[src/rtl/lv_defines.svh]
`ifndef LV_DEFINES_SVH
`define LV_DEFINES_SVH

// Datapath widths
`define LV_XLEN      64
`define LV_ILEN      32
`define LV_REG_BITS  5
`define LV_NUM_REGS  32
`define LV_ZERO_REG  31          // XZR

// Instruction fields
`define LV_OPC_HI    31
`define LV_OPC_LO    21
`define LV_RM_HI     20
`define LV_RM_LO     16
`define LV_RN_HI     9
`define LV_RN_LO     5
`define LV_RD_HI     4           // Also Rt for STUR and CBZ
`define LV_RD_LO     0

// Immediate fields
`define LV_BIMM_HI   25
`define LV_BIMM_LO   0
`define LV_CBIMM_HI  23
`define LV_CBIMM_LO  5
`define LV_DIMM_HI   20          // DT_address of LDUR and STUR
`define LV_DIMM_LO   12

`endif
[src/rtl/lv_regfile.sv]
`timescale 1ns/1ps
`include "lv_defines.svh"

module lv_regfile (
  input  logic                    CLOCK,
  input  logic                    reset,
  input  logic [`LV_REG_BITS-1:0] read_a,
  input  logic [`LV_REG_BITS-1:0] read_b,
  output logic [`LV_XLEN-1:0]     data_a,
  output logic [`LV_XLEN-1:0]     data_b,
  input  logic                    write_en,
  input  logic [`LV_REG_BITS-1:0] write_reg,
  input  logic [`LV_XLEN-1:0]     write_data
);
  localparam logic [`LV_REG_BITS-1:0] zero_reg = `LV_ZERO_REG;

  logic [`LV_XLEN-1:0] regs [`LV_NUM_REGS];
  logic                wr_ok;

  assign wr_ok = write_en && (write_reg != zero_reg);   // XZR drops writes

  always_ff @(posedge CLOCK) begin
    if (reset) begin
      for (int i = 0; i < `LV_NUM_REGS; i++) begin
        regs[i] <= `LV_XLEN'(i);               // Xi starts at i
      end
      regs[zero_reg] <= '0;
    end else if (wr_ok) begin
      regs[write_reg] <= write_data;
    end
  end

  // Same-cycle bypass of the WB write
  assign data_a = (wr_ok && write_reg == read_a) ? write_data : regs[read_a];
  assign data_b = (wr_ok && write_reg == read_b) ? write_data : regs[read_b];

  a_zero_reg: assert property (@(posedge CLOCK) disable iff (reset)
    regs[zero_reg] == '0)
    else $error("register 31 holds a nonzero value");

endmodule

[config.mk]
export PLATFORM = sky130hd
export DESIGN_NAME = lv_regfile
export DESIGN_NICKNAME = d
export VERILOG_FILES = /design/src/rtl/lv_regfile.sv
export VERILOG_INCLUDE_DIRS = /design/src /design/src/rtl
export SDC_FILE = /design/constraint.sdc
export NUM_CORES = 2
export LEC_CHECK = 0
export ABC_AREA = 1
export BUFFER_PORTS_ARGS = -buffer_cell sky130_fd_sc_hd__buf_4
export CAP_MARGIN = 20
export CORE_MARGIN = 4
export CORE_UTILIZATION = 29
export DETAILED_ROUTE_END_ITERATION = 10
export PLACE_DENSITY = 0.5
export SYNTH_ARGS = -nofsm -noshare
export SYNTH_HDL_FRONTEND = slang
export SYNTH_SLANG_ARGS = --single-unit
[constraint.sdc]
create_clock -name CLOCK -period 4.65 [get_ports CLOCK]
set_clock_uncertainty 0.15 [all_clocks]
set_input_delay 0.93 -clock CLOCK [delete_from_list [all_inputs] [get_ports CLOCK]]
set_output_delay 0.93 -clock CLOCK [all_outputs]
set_load 0.02 [all_outputs]
==> run metrics <==
result of the run=complete, no violations; placer congestion estimate=0.856; total wire length after detailed routing=545000 um; buffer type at the clock tree root=clkbuf_16; synthesized cell area=112000 um^2; leakage power=51.7 nW; final hold violation count=0; launch instance of the worst min-delay path=write_data[37]; cell type with the largest total area after synthesis=edfxtp_1; most frequent standard cell in the layout excluding fill and tap cells=nand2_1; fillers=39547; Final Slew Violations=0; post-synthesis to final-layout area growth=15.8%; maximum number of buffers from clock root to sink=4; Die H=630 um; flip-flop count of the largest register, all copies and words added=2048; post-CTS setup repair buffer count=0; most area-consuming cells after synthesis=edfxtp_1 55%, nand3_1 17%, nand2_1 16%; Yosys cell types=22; vias in the first global route=98958; vias post-DR=106681; worst hold path cell count=3; CTS Buf Count=232; Flop pwr share=46.7%; final setup TNS=0 ps; I/O pin cnt=210; maximum VDD drop=0.288 mV; average cell area after synthesis=7.99 um^2; GRT Residual Overflow=0; clock group share of total power=37.9%; clock tree from TritonCTS=yes; time the worst path needs with I/O delays and setup=4410 ps; type of the worst setup path=in -> out; Max Fclk=0.227 GHz; register with the most flip-flops=regs; Worst-Margin Slew=1210 ps; CTS sink cnt=2048; crit path setup slack, layout=242 ps; max-capacitance violation count=0; Hold Buf Count CTS=0; DPL Wire Length=296000 um; Syn. warnings=0; area occupied by multi-input gates=45100 um^2; die width=630 um; Seq cells post-synth=2048; class of the tightest hold or removal check=in -> reg; wire length of the first global-routing pass=762000 um; routed length per instance=28.7 um; Port Buffers=209; count of instances resized after the clock tree is built=0; NetSw=0.0137 W; Design Area, Final=130000 um^2; die area=396000 um^2; arrival time at the worst endpoint=3330 ps; global-route usage over all layers=26.3%; First DRT Iteration DRCs=16575; post-layout net count=13833; worst-case hold path end point=regs[29][37]; largest registers=regs: 2048 flops; H-tree lvl count=4; post-synthesis instance total=14027; utilization of the core after routing=33.8%; post-placement worst setup slack=348 ps; ratio of cells with drive above 1 in the final layout=7.94%; number of rows created at floorplan=227; first-pass iteration count of the detailed router=7; Power Dens Cells=361 nW/um^2; DRC=0; endpoint required time on the critical path=3570 ps; instance area at placement=122000 um^2; most frequent cells in the layout=4737 x nand2_1, 3812 x nand3_1, 2048 x edfxtp_1, 1933 x nor2_1, 428 x buf_4; relative max-transition margin=19.6%; kind of capture point of the worst setup path=primary output; antenna-violating nets left=0; antenna violations before repair=20; pin count of the biggest net entering global routing=129; RSZ-0062 raised after global routing=false; area share of the largest cell type after synthesis=54.9%; initial core utilization=29.2%; area of all sequential standard cells=61500 um^2; cell internal power dissipation=0.0331 W; period utilisation layout=94.8%; logic gate share of total power=15.4%; sort of element at the start of the critical path=input port; via density per instance=5.62; crit-path max FO=30; count of endpoints failing setup in the final report=0; Clk pin slew, worst setup/hold paths=60 ps; hold slack=281 ps; placeable core region=383000 um^2; post-synthesis sequential area ratio=54.9%; share of total power consumed by net switching=29.3%
## cell type report
| type | instances | share of cell area, % |
|---|---|---|
| clock inverters | 118 | 0.650 |
| diodes | 3 | 0.00579 |
| flip-flops and latches | 2048 | 47.4 |
| repair buffers | 717 | 7.09 |
| multi-input cells | 10618 | 34.7 |
| clock buffers | 294 | 4.69 |
| inverters | 134 | 0.561 |
| well taps | 5038 | 4.86 |
## metrics by stage
stage | power (W) | instances
finish | 0.0468 | 18970
global route | 0.0481 | 18969
CTS | 0.0467 | 18940
detailed placement | 0.0292 | 18528
global placement | 0.0292 | 18519
floorplan | 0.0259 | 14090
## layer usage
metal,global-route usage [%],vias to the layer above,wire [um]
met2,41.2,7134,242000
met1,34.4,51752,207000
met3,4.61,1482,59700
met4,14.7,2,36100
li1,-,46311,-
met5,0,-,14
## synthesized netlist by cell type (all sizes together)
cell / n
conb: 1
inv: 134
buf: 631
nor2: 1944
nand3: 3818
nand2: 4770
xor2: 8
o21ai: 2
nor3: 9
o211ai: 1
edfxtp: 2048
a21oi: 2
clkbuf: 659
## power by group through the flow
stage	sequential (W)	combinational, W	clock [W]
after global routing	0.0220	0.00762	0.0186
after global placement	0.0222	0.00696	0
after detailed placement	0.0222	0.00699	0
final	0.0219	0.00723	0.0177
after CTS	0.0218	0.00701	0.0178
after floorplan	0.0221	0.00382	0
## kinds of logic (layout without fill, tap and decap cells)
| group | after synthesis | after routing | synth area share, % |
|---|---|---|---|
| simple gates | 10541 | 10541 | 39.7 |
| flops | 2048 | 2048 | 54.9 |
| buf+inv | 1424 | 1263 | 5.36 |
| xor+xnor | 8 | 8 | 0.0625 |
| compound gates | 5 | 5 | 0.0279 |
| other cells | 1 | 67 | 0.00335 |
## worst max path at each step
stage | start | endpoint | slack [ps] | depth (start not counted)
floorplan | write_reg[3] | regs[29][0] | 630 | 9
finish | read_a[0] | data_a[28] | 240 | 13
CTS | read_a[0] | data_a[28] | 350 | 13
global route | read_a[0] | data_a[45] | 170 | 12
detailed placement | read_a[0] | data_a[28] | 350 | 13
global placement | read_a[0] | data_a[28] | 320 | 13
## critical path: stages
cell     delay [ps]
buf_8           150
inv_8           330
buf_12          220
buf_12          210
nand2_1          70
nand3_1          80
nand3_1         110
nand3_1         140
nand3_1         120
nand2_1         250
nand2_1         290
nand2_1         140
buf_4           150
No activity file was read; power rests on OpenSTA's default activity.
