## src/rtl/lv_defines.svh

```systemverilog
`ifndef LV_DEFINES_SVH
`define LV_DEFINES_SVH

// Datapath widths
`define LV_XLEN      64
`define LV_ILEN      32
`define LV_REG_BITS  5
`define LV_NUM_REGS  32
`define LV_ZERO_REG  31          // XZR

// Instruction fields
`define LV_OPC_HI    31
`define LV_OPC_LO    21
`define LV_RM_HI     20
`define LV_RM_LO     16
`define LV_RN_HI     9
`define LV_RN_LO     5
`define LV_RD_HI     4           // Also Rt for STUR and CBZ
`define LV_RD_LO     0

// Immediate fields
`define LV_BIMM_HI   25
`define LV_BIMM_LO   0
`define LV_CBIMM_HI  23
`define LV_CBIMM_LO  5
`define LV_DIMM_HI   20          // DT_address of LDUR and STUR
`define LV_DIMM_LO   12

`endif
```

## src/rtl/lv_pkg.sv

```systemverilog
`include "lv_defines.svh"

package lv_pkg;

  // Major opcodes, bits 31:21 of the instruction
  typedef enum logic [10:0] {
    op_unknown = 11'b00000000000,
    op_b       = 11'b00010100000,  // Only the 6-bit prefix is decoded
    op_cbz     = 11'b10110100000,  // Only the 8-bit prefix is decoded
    op_add     = 11'b10001011000,
    op_sub     = 11'b11001011000,
    op_and     = 11'b10001010000,
    op_orr     = 11'b10101010000,
    op_ldur    = 11'b11111000010,
    op_stur    = 11'b11111000000
  } opcode_e;

  typedef enum logic [3:0] {
    alu_and    = 4'b0000,
    alu_or     = 4'b0001,
    alu_add    = 4'b0010,
    alu_sub    = 4'b0110,
    alu_pass_b = 4'b0111          // Branch operand straight through
  } alu_op_e;

  typedef enum logic [1:0] {
    fwd_rf  = 2'b00,
    fwd_wb  = 2'b01,
    fwd_mem = 2'b10
  } fwd_sel_e;

  typedef struct packed {
    logic    alu_src;             // Immediate as operand B
    logic    zero_branch;
    logic    uncon_branch;
    logic    mem_read;
    logic    mem_write;
    logic    reg_write;
    logic    mem_to_reg;
    alu_op_e alu_op;
  } ctrl_t;

  typedef struct packed {
    ctrl_t                   ctrl;
    logic [`LV_XLEN-1:0]     pc;
    logic [`LV_XLEN-1:0]     op_a;
    logic [`LV_XLEN-1:0]     op_b;
    logic [`LV_XLEN-1:0]     imm;
    opcode_e                 opcode;
    logic [`LV_REG_BITS-1:0] rd;
    logic [`LV_REG_BITS-1:0] rn;
    logic [`LV_REG_BITS-1:0] rb;  // Rm, or Rt for STUR and CBZ
    logic                    valid;
  } idex_t;

  typedef struct packed {
    ctrl_t                   ctrl;
    logic [`LV_XLEN-1:0]     target;
    logic [`LV_XLEN-1:0]     result;
    logic                    zero;
    logic [`LV_XLEN-1:0]     store_data;
    logic [`LV_REG_BITS-1:0] rd;
    logic                    valid;
  } exmem_t;

  typedef struct packed {
    logic                    reg_write;
    logic                    mem_to_reg;
    logic [`LV_XLEN-1:0]     result;
    logic [`LV_XLEN-1:0]     load_data;
    logic [`LV_REG_BITS-1:0] rd;
  } memwb_t;

endpackage

```

## src/rtl/lv_decode.sv

```systemverilog
`timescale 1ns/1ps
`include "lv_defines.svh"

module lv_decode (
  input  logic [`LV_ILEN-1:0]     instr,
  output lv_pkg::ctrl_t           ctrl,
  output logic [`LV_REG_BITS-1:0] read_b,
  output logic [`LV_XLEN-1:0]     imm
);
  import lv_pkg::*;

  logic [`LV_OPC_HI:`LV_OPC_LO] opc_bits;
  opcode_e                      opc;

  assign opc_bits = instr[`LV_OPC_HI:`LV_OPC_LO];

  // Branches are matched on their prefix only
  always_comb begin
    casez (opc_bits)
      11'b000101?????: opc = op_b;
      11'b10110100???: opc = op_cbz;
      op_add, op_sub, op_and, op_orr, op_ldur, op_stur: begin
        opc = opcode_e'(opc_bits);
      end
      default:         opc = op_unknown;
    endcase
  end

  always_comb begin
    ctrl = '0;                                 // Unknown stays a no-op
    case (opc)
      op_add, op_sub, op_and, op_orr: begin
        ctrl.reg_write = 1'b1;
        ctrl.alu_op    = alu_add;              // ALU refines from opcode
      end
      op_ldur: begin
        ctrl.alu_src    = 1'b1;
        ctrl.mem_read   = 1'b1;
        ctrl.reg_write  = 1'b1;
        ctrl.mem_to_reg = 1'b1;
        ctrl.alu_op     = alu_add;
      end
      op_stur: begin
        ctrl.alu_src   = 1'b1;
        ctrl.mem_write = 1'b1;
        ctrl.alu_op    = alu_add;
      end
      op_cbz: begin
        ctrl.zero_branch = 1'b1;
        ctrl.alu_op      = alu_pass_b;         // Zero flag tests Rt
      end
      op_b: begin
        ctrl.uncon_branch = 1'b1;
        ctrl.alu_op       = alu_pass_b;
      end
      default: ;
    endcase
  end

  // STUR and CBZ read Rt on the second port
  assign read_b = (opc == op_stur || opc == op_cbz) ? instr[`LV_RD_HI:`LV_RD_LO]
                                                    : instr[`LV_RM_HI:`LV_RM_LO];

  always_comb begin
    case (opc)
      op_b: begin
        imm = {{(`LV_XLEN-`LV_BIMM_HI+`LV_BIMM_LO-1){instr[`LV_BIMM_HI]}},
               instr[`LV_BIMM_HI:`LV_BIMM_LO]};
      end
      op_cbz: begin
        imm = {{(`LV_XLEN-`LV_CBIMM_HI+`LV_CBIMM_LO-1){instr[`LV_CBIMM_HI]}},
               instr[`LV_CBIMM_HI:`LV_CBIMM_LO]};
      end
      default: begin                           // D-type, unused by R-type
        imm = {{(`LV_XLEN-`LV_DIMM_HI+`LV_DIMM_LO-1){instr[`LV_DIMM_HI]}},
               instr[`LV_DIMM_HI:`LV_DIMM_LO]};
      end
    endcase
  end

endmodule

```

## config.mk

```make
export PLATFORM = sky130hd
export DESIGN_NAME = lv_decode
export DESIGN_NICKNAME = d
export VERILOG_FILES = /design/src/rtl/lv_pkg.sv /design/src/rtl/lv_decode.sv
export VERILOG_INCLUDE_DIRS = /design/src /design/src/rtl
export SDC_FILE = /design/constraint.sdc
export NUM_CORES = 1
export LEC_CHECK = 0
export BUFFER_PORTS_ARGS = -buffer_cell sky130_fd_sc_hd__buf_2
export CAP_MARGIN = 10
export CORE_MARGIN = 5
export CORE_UTILIZATION = 31
export DETAILED_ROUTE_END_ITERATION = 8
export MAX_ROUTING_LAYER = met4
export PLACE_DENSITY_LB_ADDON = 0.25
export SETUP_SLACK_MARGIN = 0.2
export SLEW_MARGIN = 20
export SYNTH_ARGS = -nofsm -noshare
export SYNTH_HDL_FRONTEND = slang
export SYNTH_SLANG_ARGS = --single-unit
```

## constraint.sdc

```tcl
create_clock -name vclk -period 4.5
set_input_delay 0.9 -clock vclk [all_inputs]
set_output_delay 0.9 -clock vclk [all_outputs]
set_load 0.1 [all_outputs]
```

==> summary.md <==
| Metric | Value |
|---|---|
| Share of cells above drive strength 1 | `62.98%` |
| Net Count, Synth | `between 150 and 200` |
| Tot GR Track Use | `14.40%` |
| Largest net degree at the start of global routing | `40` |
| P_int | `about 51 uW` |
| Initial Utilization | `roughly 33%` |
| Synth top area cells | `buf_4 (33%), o21ai_0 (14%), a22oi_1 (14%)` |
| DR iter-0 viols | `45` |
| Startpoint types | `primary input` |
| Place WS | `714.2 ps` |
| DIE HEIGHT | `between 60 and 70 um` |
| Fmax | `262.8 MHz` |
| RSZ-0062 raised after global routing | `no` |
| Area growth, synth to finish | `38.90%` |
| Fin cells | `about 240` |
| Cts hold-fix bufs | `0` |
| Switching Fraction | `a little under 90%` |
| # fillers | `300` |
| Crit path launch | `instr[30]` |
| Yosys top cell area share | `about 33%` |
| Gp weighted congestion | `0.9448` |
| Final Power | `approximately 380 uW` |
| Vias in the first global route | `around 1,100` |
| Fin worst setup slack | `slightly below 700 ps` |
| Final ANT Viol Nets | `0` |
| Net Switching | `332.5 uW` |
| Wire per inst | `between 10 and 15 um` |
| DPL Wire Length | `~2700 um` |
| Synth area leader | `buf_4` |
| Detailed Route WL | `around 3300 um` |
| Min Hold Slack | `around 2300 ps` |
| Synthesized instance count | `between 100 and 150` |
| Total gr overflow | `0` |
| Post-Syn Area | `about 930 sq um` |
| Post-CTS Setup Repair Bufs | `0` |
| Rel. slew slack | `about three fifths` |
| Seq pwr share | `0%` |
| Setup tns final | `0 ps` |
| Worst path arrival time | `between 2000 and 3000 ps` |
| Max Slew Vio Count | `0` |
| MaxCap Viol Count | `0` |
| Nets | `roughly 240` |
| Logic pwr share | `between 90% and 100%` |
| Cts repair resizes | `0` |
| Min Tclk post-route | `around 3800 ps` |
| Ports | `~110` |
| Commonest cells after routing, fill and taps aside | `buf_2 (109), o21ai_1 (23), a22oi_1 (17)` |
| Leak | `around 0.00070 uW` |
| Core area | `roughly 0.0028 sq mm` |
| Setup CP Type | `in2out` |
| Final hold violations | `0` |
| Hold depth | `3` |
| Die X-Extent | `64.76 um` |
| Worst setup EP type | `output pin` |
| Commonest non-fill, non-tap cell in the layout | `buf_2` |
| Die area | `between 0.004 and 0.005 sq mm` |
| Max FO, Critical Path | `39` |
| Register Area | `0 sq um` |
| Hold Path Class | `in2out` |
| Sequential element share of the synthesized area | `0%` |
| Seq_cells | `0` |
| Final cycle utilization of the critical path | `84.55%` |
| Power Dens Cells | `297.4 mW/mm^2` |
| Hold path start | `instr[29]` |
| Syn avg cell area | `around 6.6 sq um` |
| Status | `complete, no violations` |
| Count of cell types in the netlist | `25` |
| # diodes | `0` |
| Hold EP | `ctrl[8]` |
| First drt pass iteration count | `4` |
| Clk_buf instances | `0` |
| Worst IR Drop VDD | `around 0.1 mV` |
| Synth warnings | `0` |
| # DRC | `0` |
| First-pass GRT wire length | `5037 um` |
| Clock power share | `0%` |
| Drt via density | `between 5 and 6` |
| Via count | `approximately 1,200` |
| Worst-margin pin slew | `597.9 ps` |
| Worst path required time | `3600 ps` |
| Placed insts | `~240` |
| Finish-stage setup viols | `0` |
| IO buf count | `roughly 110` |
| Initial antenna violation count | `0` |
| Row cnt | `19` |
[how the worst max path moves through the flow]
stage | to | slack, ps | cells past startpoint
after floorplan | imm[18] | 60 | 4
after global placement | imm[25] | 780 | 7
after detailed placement | imm[34] | 710 | 7
after CTS | imm[25] | 720 | 7
after global routing | imm[59] | 450 | 7
final | imm[34] | 700 | 7
[metrics by stage]
step | cell area (sq um) | util, %
after floorplan | 954.7 | -
after global placement | 1291 | 46.03
after detailed placement | 1291 | 46.03
after CTS | 1291 | 46.03
after global routing | 1291 | 46.03
final | 1291 | 46.03
[cell usage after synthesis]
library cell,number
a211o_2,1
a21oi_1,7
a22oi_1,17
buf_2,2
buf_4,41
clkbuf_1,6
conb_1,1
inv_1,3
mux2_1,1
mux2_2,6
mux2i_1,1
nand2_1,11
nand2b_1,1
nand3b_1,2
nand4bb_1,1
nor2_1,4
nor2b_1,1
nor3_1,1
nor3_2,1
nor3b_2,1
nor4bb_1,3
o21ai_0,26
o21ai_1,1
or3_4,1
or4b_4,1
[final cells by class]
cell class | instances | area [sq um] | share of cell area (%)
timing repair buffer | 116 | 623.1 | 48.26
tap | 31 | 38.79 | 3.004
inverter | 3 | 11.26 | 0.8721
multi-input combinational | 89 | 618.1 | 47.87
[cell families after synthesis]
group	share of synthesized area (%)
buffers and inverters	37.82
other	0.4034
multiplexers	9.555
AO/OA/AOI/OAI	33.11
AND/OR/NAND/NOR	19.11
[power groups by stage]
stage / clock network, uW / registers, uW / logic [uW]
2_1_floorplan: 0 / 0 / 349
3_3_place_gp: 0 / 0 / 385
3_5_place_dp: 0 / 0 / 384
4_1_cts: 0 / 0 / 385
5_1_grt: 0 / 0 / 395
6_report: 0 / 0 / 384
[per-layer routing]
metal,part of all wire (%),up-vias,track usage [%]
met5,0,-,-
met4,0.45,0,0.7916
met3,11,2,1.554
met2,45,75,25.03
met1,44,527,18.80
li1,-,600,-
[critical path, cell delays in order]
cell and delay, ps:
buf_2 130, nor4bb_1 430, o21ai_0 160, buf_4 210, nand2_1 400, o21ai_4 290, buf_2 380
Note: power is estimated with default switching activity, not from simulation.
