===== config.mk =====
export PLATFORM = sky130hd
export DESIGN_NAME = lv_alu
export DESIGN_NICKNAME = d
export VERILOG_FILES = /design/src/rtl/lv_pkg.sv /design/src/rtl/lv_alu.sv
export VERILOG_INCLUDE_DIRS = /design/src /design/src/rtl
export SDC_FILE = /design/constraint.sdc
export NUM_CORES = 1
export LEC_CHECK = 0
export BUFFER_PORTS_ARGS = -buffer_cell sky130_fd_sc_hd__buf_2
export CAP_MARGIN = 20
export CORE_MARGIN = 5
export CORE_UTILIZATION = 45
export DETAILED_ROUTE_END_ITERATION = 8
export GPL_TIMING_DRIVEN = 0
export PLACE_DENSITY = 0.79
export SKIP_LAST_GASP = 1
export SYNTH_ARGS = -nofsm -noshare
export SYNTH_HDL_FRONTEND = slang
export SYNTH_SLANG_ARGS = --single-unit

===== constraint.sdc =====
create_clock -name vclk -period 16.1
set_clock_uncertainty 0.1 [all_clocks]
set_input_delay 3.22 -clock vclk [all_inputs]
set_output_delay 3.22 -clock vclk [all_outputs]
set_load 0.01 [all_outputs]

===== src/rtl/lv_defines.svh =====
`ifndef LV_DEFINES_SVH
`define LV_DEFINES_SVH

// Datapath widths
`define LV_XLEN      64
`define LV_ILEN      32
`define LV_REG_BITS  5
`define LV_NUM_REGS  32
`define LV_ZERO_REG  31          // XZR

// Instruction fields
`define LV_OPC_HI    31
`define LV_OPC_LO    21
`define LV_RM_HI     20
`define LV_RM_LO     16
`define LV_RN_HI     9
`define LV_RN_LO     5
`define LV_RD_HI     4           // Also Rt for STUR and CBZ
`define LV_RD_LO     0

// Immediate fields
`define LV_BIMM_HI   25
`define LV_BIMM_LO   0
`define LV_CBIMM_HI  23
`define LV_CBIMM_LO  5
`define LV_DIMM_HI   20          // DT_address of LDUR and STUR
`define LV_DIMM_LO   12

`endif

===== src/rtl/lv_pkg.sv =====
`include "lv_defines.svh"

package lv_pkg;

  // Major opcodes, bits 31:21 of the instruction
  typedef enum logic [10:0] {
    op_unknown = 11'b00000000000,
    op_b       = 11'b00010100000,  // Only the 6-bit prefix is decoded
    op_cbz     = 11'b10110100000,  // Only the 8-bit prefix is decoded
    op_add     = 11'b10001011000,
    op_sub     = 11'b11001011000,
    op_and     = 11'b10001010000,
    op_orr     = 11'b10101010000,
    op_ldur    = 11'b11111000010,
    op_stur    = 11'b11111000000
  } opcode_e;

  typedef enum logic [3:0] {
    alu_and    = 4'b0000,
    alu_or     = 4'b0001,
    alu_add    = 4'b0010,
    alu_sub    = 4'b0110,
    alu_pass_b = 4'b0111          // Branch operand straight through
  } alu_op_e;

  typedef enum logic [1:0] {
    fwd_rf  = 2'b00,
    fwd_wb  = 2'b01,
    fwd_mem = 2'b10
  } fwd_sel_e;

  typedef struct packed {
    logic    alu_src;             // Immediate as operand B
    logic    zero_branch;
    logic    uncon_branch;
    logic    mem_read;
    logic    mem_write;
    logic    reg_write;
    logic    mem_to_reg;
    alu_op_e alu_op;
  } ctrl_t;

  typedef struct packed {
    ctrl_t                   ctrl;
    logic [`LV_XLEN-1:0]     pc;
    logic [`LV_XLEN-1:0]     op_a;
    logic [`LV_XLEN-1:0]     op_b;
    logic [`LV_XLEN-1:0]     imm;
    opcode_e                 opcode;
    logic [`LV_REG_BITS-1:0] rd;
    logic [`LV_REG_BITS-1:0] rn;
    logic [`LV_REG_BITS-1:0] rb;  // Rm, or Rt for STUR and CBZ
    logic                    valid;
  } idex_t;

  typedef struct packed {
    ctrl_t                   ctrl;
    logic [`LV_XLEN-1:0]     target;
    logic [`LV_XLEN-1:0]     result;
    logic                    zero;
    logic [`LV_XLEN-1:0]     store_data;
    logic [`LV_REG_BITS-1:0] rd;
    logic                    valid;
  } exmem_t;

  typedef struct packed {
    logic                    reg_write;
    logic                    mem_to_reg;
    logic [`LV_XLEN-1:0]     result;
    logic [`LV_XLEN-1:0]     load_data;
    logic [`LV_REG_BITS-1:0] rd;
  } memwb_t;

endpackage


===== src/rtl/lv_alu.sv =====
`timescale 1ns/1ps
`include "lv_defines.svh"

module lv_alu (
  input  logic [`LV_XLEN-1:0] operand_a,
  input  logic [`LV_XLEN-1:0] operand_b,
  input  logic [`LV_XLEN-1:0] imm,
  input  logic                alu_src,
  input  lv_pkg::alu_op_e     alu_op,
  input  lv_pkg::opcode_e     opcode,
  output logic [`LV_XLEN-1:0] result,
  output logic                zero
);
  import lv_pkg::*;

  alu_op_e             op;
  logic [`LV_XLEN-1:0] in_b;

  // R-type picks its operation from the opcode
  always_comb begin
    case (opcode)
      op_add:  op = alu_add;
      op_sub:  op = alu_sub;
      op_and:  op = alu_and;
      op_orr:  op = alu_or;
      default: op = alu_op;
    endcase
  end

  assign in_b = alu_src ? imm : operand_b;

  always_comb begin
    case (op)
      alu_and:    result = operand_a & in_b;
      alu_or:     result = operand_a | in_b;
      alu_add:    result = operand_a + in_b;
      alu_sub:    result = operand_a - in_b;
      alu_pass_b: result = in_b;
      default:    result = '0;
    endcase
  end

  assign zero = (result == '0);                // CBZ condition

endmodule


==> results of run 1 <==
worst max-delay path: stages:
cell and delay (ns):
buf_2 0.15, buf_4 0.23, buf_4 0.27, buf_4 0.48, buf_2 0.45, buf_2 0.49, buf_1 0.84, a21oi_1 0.28
nor4_2 0.58, nand3_2 0.34, o31ai_1 0.33, xnor2_1 0.20, ha_1 0.32, clkbuf_1 0.31, nand4_1 0.18, or3_1 0.45
nor3b_1 0.26, o211ai_1 0.21, and4_1 0.25, or3_1 0.38, or4_1 0.56, nor4_1 0.43, nor4b_1 0.27, nor4b_1 0.29
nand3_1 0.27, nor4_2 0.25, buf_2 0.17
kinds of logic (layout without fill, tap and decap cells):
| family | after synthesis | in the layout | synth area share |
|---|---|---|---|
| AO/OA/AOI/OAI | 467 | 467 | 0.340 |
| XOR/XNOR | 98 | 98 | 0.0940 |
| adder cells (fa/ha/maj) | 123 | 123 | 0.154 |
| buffers and inverters | 143 | 415 | 0.0618 |
| multiplexers | 89 | 89 | 0.103 |
| AND/OR/NAND/NOR | 449 | 449 | 0.247 |
cells in the final DEF, fill, tap and decap left out, types with 21 or more instances in the layout:
cell type  Yosys  routed
a21o_1        28      28
a21oi_1      120     120
buf_2         13     283
clkbuf_1      68      68
ha_1          66      66
inv_1         53      53
maj3_1        54      54
mux2_2        41      41
mux2i_1       48      48
nand2_1      112     112
nand3_1       30      29
nand4_1       36      36
nor2_1       104     104
nor3_1        39      39
nor4_1        25      23
o21a_1        21      21
o21ai_0      109     108
o31ai_1       22      22
or3_1         26      26
xnor2_1       64      64
xor2_1        34      34
where the power goes:
part,internal [W],switching (W),total [W]
registers,0,0,0
clock network,0,0,0
logic,0.000182,0.000329,0.000510
layer usage:
| layer | part of all wire | up-vias | track usage |
|---|---|---|---|
| met5 | 0 | - | 0 |
| met4 | 0.058 | 0 | 0.167 |
| met1 | 0.38 | 5993 | 0.519 |
| met3 | 0.15 | 222 | 0.124 |
| met2 | 0.41 | 1086 | 0.602 |
| li1 | - | 5790 | - |
final timing paths:
path	start	endpoint	slack [ns]	cells after the start
worst max-delay path	alu_src	zero	0.29	27
worst min-delay path	operand_a[18]	result[18]	6.86	5
Yosys cell counts (4+ instances only):
cell type  count  area share
mux2i_1       48       0.053
o211ai_1      15       0.012
o31ai_1       22       0.018
nand2b_1       9      0.0062
o22ai_1        4      0.0027
o21ai_0      109       0.060
a22oi_1       20       0.016
o221ai_1      16       0.015
nand2_1      112       0.046
a31oi_1        8      0.0055
nor3_1        39       0.021
or3_1         26       0.018
nor2_1       104       0.043
xnor2_1       64       0.061
a21o_1        28       0.023
o31a_1         5      0.0048
nand4_1       36       0.025
or4_1         10      0.0082
buf_2         13      0.0071
a221o_1       10       0.011
xor2_1        34       0.033
a211oi_1       9      0.0074
maj3_1        54       0.059
nand3b_1       5      0.0041
a41oi_1        4      0.0038
a31o_2         6      0.0058
and2_1         5      0.0034
a221oi_1       6      0.0058
nand3_1       30       0.016
o21a_1        21       0.017
or2_2         14      0.0096
clkbuf_1      68       0.028
inv_1         53       0.022
buf_1          6      0.0025
a222oi_1       7      0.0077
nor4_1        25       0.017
ha_1          66       0.090
mux2_2        41       0.051
o21bai_1      11      0.0090
a22o_1         6      0.0058
nand4b_1       4      0.0038
a21oi_1      120       0.066
and3_1        12      0.0082
and4_1         5      0.0048
what timing repair did:
| action | 4_1_cts | 5_1_grt |
|---|---|---|
| resized for setup | 3 | 1 |
| setup endpoints to repair | 1 | 1 |
| gates cloned | 0 | 0 |
per-stage QoR:
step | power (W) | hold WS (ns) | util | std cells | worst slack (ns)
floorplan | 0.000321 | 6.53 | - | 1369 | 2.61
global placement | 0.000484 | 6.84 | 0.539 | 1911 | -0.458
detailed placement | 0.000486 | 6.86 | 0.540 | 1913 | -0.473
CTS | 0.000488 | 6.86 | 0.540 | 1912 | 0.193
global route | 0.000543 | 6.90 | 0.540 | 1911 | -0.0624
finish | 0.000510 | 6.86 | 0.540 | 1911 | 0.286
layout make-up:
class,instances,share of cell area
tap,270,0.0311
inverter,53,0.0183
timing repair buffer,274,0.127
multi-input combinational,1226,0.791
buffer,88,0.0327
==> impl_metrics.tcl, run 1 <==
set metrics [dict create \
    synth.distinct_cells 76 \
    fillers 2018 \
    ant_nets 0 \
    synth_nets 1644 \
    syn_area_sq_um 9130 \
    io_buffers 272 \
    wl_mm 50.2 \
    start_util 0.454 \
    hold_violations 0 \
    drive_above_1_share 0.221 \
    clkbuf_count 0 \
    worstPathArrival_ns 12.49 \
    regArea_sq_um 0 \
    power_density_nw_per_um2 47.0 \
    die_y_um 152 \
    multi_input_area_sq_um 8580 \
    setup_tns_ns 0 \
    dr.pass1.iters 7 \
    n_sequential_cell 0 \
    hp-class "primary input to primary output" \
    area_growth_pct 18.9 \
    drv_slew 0 \
    rows 52 \
    die_x_um 152 \
    finalSetupViolCount 0 \
    period_share 0.982 \
    routed_via_density 6.85 \
    grt_pass1_vias 12000 \
    drc 0 \
    synth_warnings 0 \
    fmax_ghz 0.0632 \
    max_cap_violations 0 \
    drt_iter0_markers 1820 \
    tightest_slew_ns 1.06 \
    overflow 0 \
    wl_per_cell_um 26.2 \
    core_sq_um 20100 \
    outcome "completed" \
    layout_min_cycle_time_ns 15.81 \
    io_pins 273 \
    ys_seq_area_frac 0 \
    max_slew_margin 0.291 \
    required_ns 12.78 \
    cp-start-kind "primary input" \
    grt_pass1_wl_mm 72.9 \
    place.detailed.hpwl_mm 41.4 \
    nNetsFinal 1918 \
    critical_path_class "primary input to primary output" \
    cts_hold_buf 0 \
    cp_max_fo 28 \
    grt_usage 0.396 \
    power.leakage_nw 4.72 \
    place_congestion 1.11 \
    antenna_cells 0 \
    dieArea_sq_um 23200 \
    postSynthCellCount 1369 \
    endpoint_kind "primary output" \
    post-cts-setup-buffer-count 0 \
    antenna_found_initial 0 \
    placed_area_sq_um 10800 \
    avgSynthCellArea_sq_um 6.67 \
    ir_worst_vdd_mv 0.0235 \
    final_area_sq_um 10900 \
    grt_max_degree 20 \
    vias 13100 \
]
Power figures use the tool's default switching activity.
==> run 2: changes to the inputs <==
- PLACE_DENSITY: 0.79 -> 0.82
- clock period: 16.1 -> 13.45 ns (I/O delays scaled with it)
==> impl_metrics.tcl, run 2 (same netlist as run 1, synthesis figures left out) <==
set metrics [dict create \
    finalSetupViolCount 0 \
    fin_cells 1904 \
    antenna_cells 0 \
    rows 52 \
    layout_min_cycle_time_ns 13.35 \
    routed_via_density 6.98 \
    place_congestion 1.07 \
    power.leakage_nw 4.75 \
    area_growth_pct 20.1 \
    ant_nets 0 \
    core_sq_um 20100 \
    ir_worst_vdd_mv 0.0363 \
    grt_max_degree 20 \
    period_share 0.992 \
    hold_end "result[18]" \
    drt_iter0_markers 1788 \
    placed_area_sq_um 10800 \
    die_y_um 152 \
    whs_path_depth 5 \
    critical_path_class "primary input to primary output" \
    rsz0062_at_grt "false" \
    vias 13300 \
    dp.cells 1913 \
    max_cap_violations 0 \
    fmax_ghz 0.0749 \
    drv_slew 0 \
    n_sequential_cell 0 \
    hold_start "operand_a[18]" \
    tightest_slew_ns 1.08 \
    overflow 0 \
    drive_above_1_share 0.233 \
    io_buffers 272 \
    nNetsFinal 1911 \
    cp-start-kind "primary input" \
    die_x_um 152 \
    clkbuf_count 0 \
    power_density_nw_per_um2 57.3 \
    wl_per_cell_um 27.6 \
    regArea_sq_um 0 \
    fillers 2089 \
    layout_common_cells "buf_2 (281), a21oi_1 (118), nand2_1 (112), o21ai_0 (106), nor2_1 (103)" \
    cts_hold_buf 0 \
    max_slew_margin 0.280 \
    hold_violations 0 \
    dieArea_sq_um 23200 \
    grt_pass1_wl_mm 75.8 \
    final_common_cell "buf_2" \
    start_util 0.454 \
    required_ns 10.66 \
    grt_pass1_vias 12400 \
    grt_usage 0.415 \
    antenna_found_initial 0 \
    wl_mm 52.6 \
    final_area_sq_um 11000 \
    outcome "completed" \
    hp-class "primary input to primary output" \
    io_pins 273 \
    drc 0 \
    dr.pass1.iters 6 \
    place.detailed.hpwl_mm 43.3 \
    cp_max_fo 28 \
    endpoint_kind "primary output" \
    worstPathArrival_ns 10.56 \
]
-- run 2: changes by cell type in the layout (fill, tap and decap cells not counted), sizes merged --
cell	before	now
clkbuf	68	61
-- run 2: final cells by class --
cell class	instances	area (sq um)	share of cell area
timing repair buffer	276	1400	0.127
inverter	53	199	0.0181
tap	270	338	0.0308
buffer	79	347	0.0316
multi-input combinational	1226	8680	0.792
-- run 2: what timing repair did --
action                                  CTS  global route
hold endpoints to repair                  0             0
pin swaps                                 1             1
endpoints found under the setup margin   30             2
gates resized for setup                  18            19
buffers inserted                          1             1
-- run 2: critical path: stages --
cell and delay, ns:
buf_2 0.13, buf_4 0.23, buf_6 0.28, buf_12 0.29, buf_6 0.27, mux2_2 0.42
inv_1 0.11, ha_1 0.18, nand2_1 0.08, or2_2 0.38, nor4_4 0.26, buf_4 0.20
nor2_1 0.06, xor2_1 0.17, ha_1 0.27, a21oi_1 0.52, o21ai_0 0.21, a211oi_2 0.54
o21ai_0 0.31, a21oi_1 0.40, nor4_1 0.10, a211o_1 0.28, or4_1 0.64, or3_1 0.34
nor4_1 0.41, nand3_1 0.27, nor4_2 0.28, buf_2 0.18
-- run 2: worst max path at each step --
stage             from   end  cells after the start  slack (ns)
2_1_floorplan  alu_src  zero                     30        1.02
3_3_place_gp   alu_src  zero                     32       -2.12
3_5_place_dp   alu_src  zero                     32       -2.24
4_1_cts        alu_src  zero                     31        0.04
5_1_grt        alu_src  zero                     29        0.04
6_report       alu_src  zero                     28        0.10
-- run 2: metrics by stage --
step	utilization	setup TNS [ns]	worst slack, ns	power (W)	hold WS, ns
floorplan	-	0	1.02	0.000385	5.47
detailed placement	0.540	-21.82	-2.24	0.000591	5.78
CTS	0.543	0	0.0393	0.000596	5.78
global route	0.545	0	0.0418	0.000661	5.83
finish	0.545	0	0.104	0.000628	5.79
global placement	0.539	-20.19	-2.12	0.000591	5.78
-- run 2: power by group --
part / switching, W / internal (W) / leakage (nW)
registers: 0 / 0 / 0
logic: 0.000407 / 0.000222 / 4.75
clock network: 0 / 0 / 0
-- run 2: routing by layer --
metal	up-vias	track usage	part of all wire
met5	-	0	0
met2	1145	0.636	0.41
met4	0	0.179	0.057
met3	217	0.118	0.15
met1	6149	0.544	0.38
li1	5772	-	-
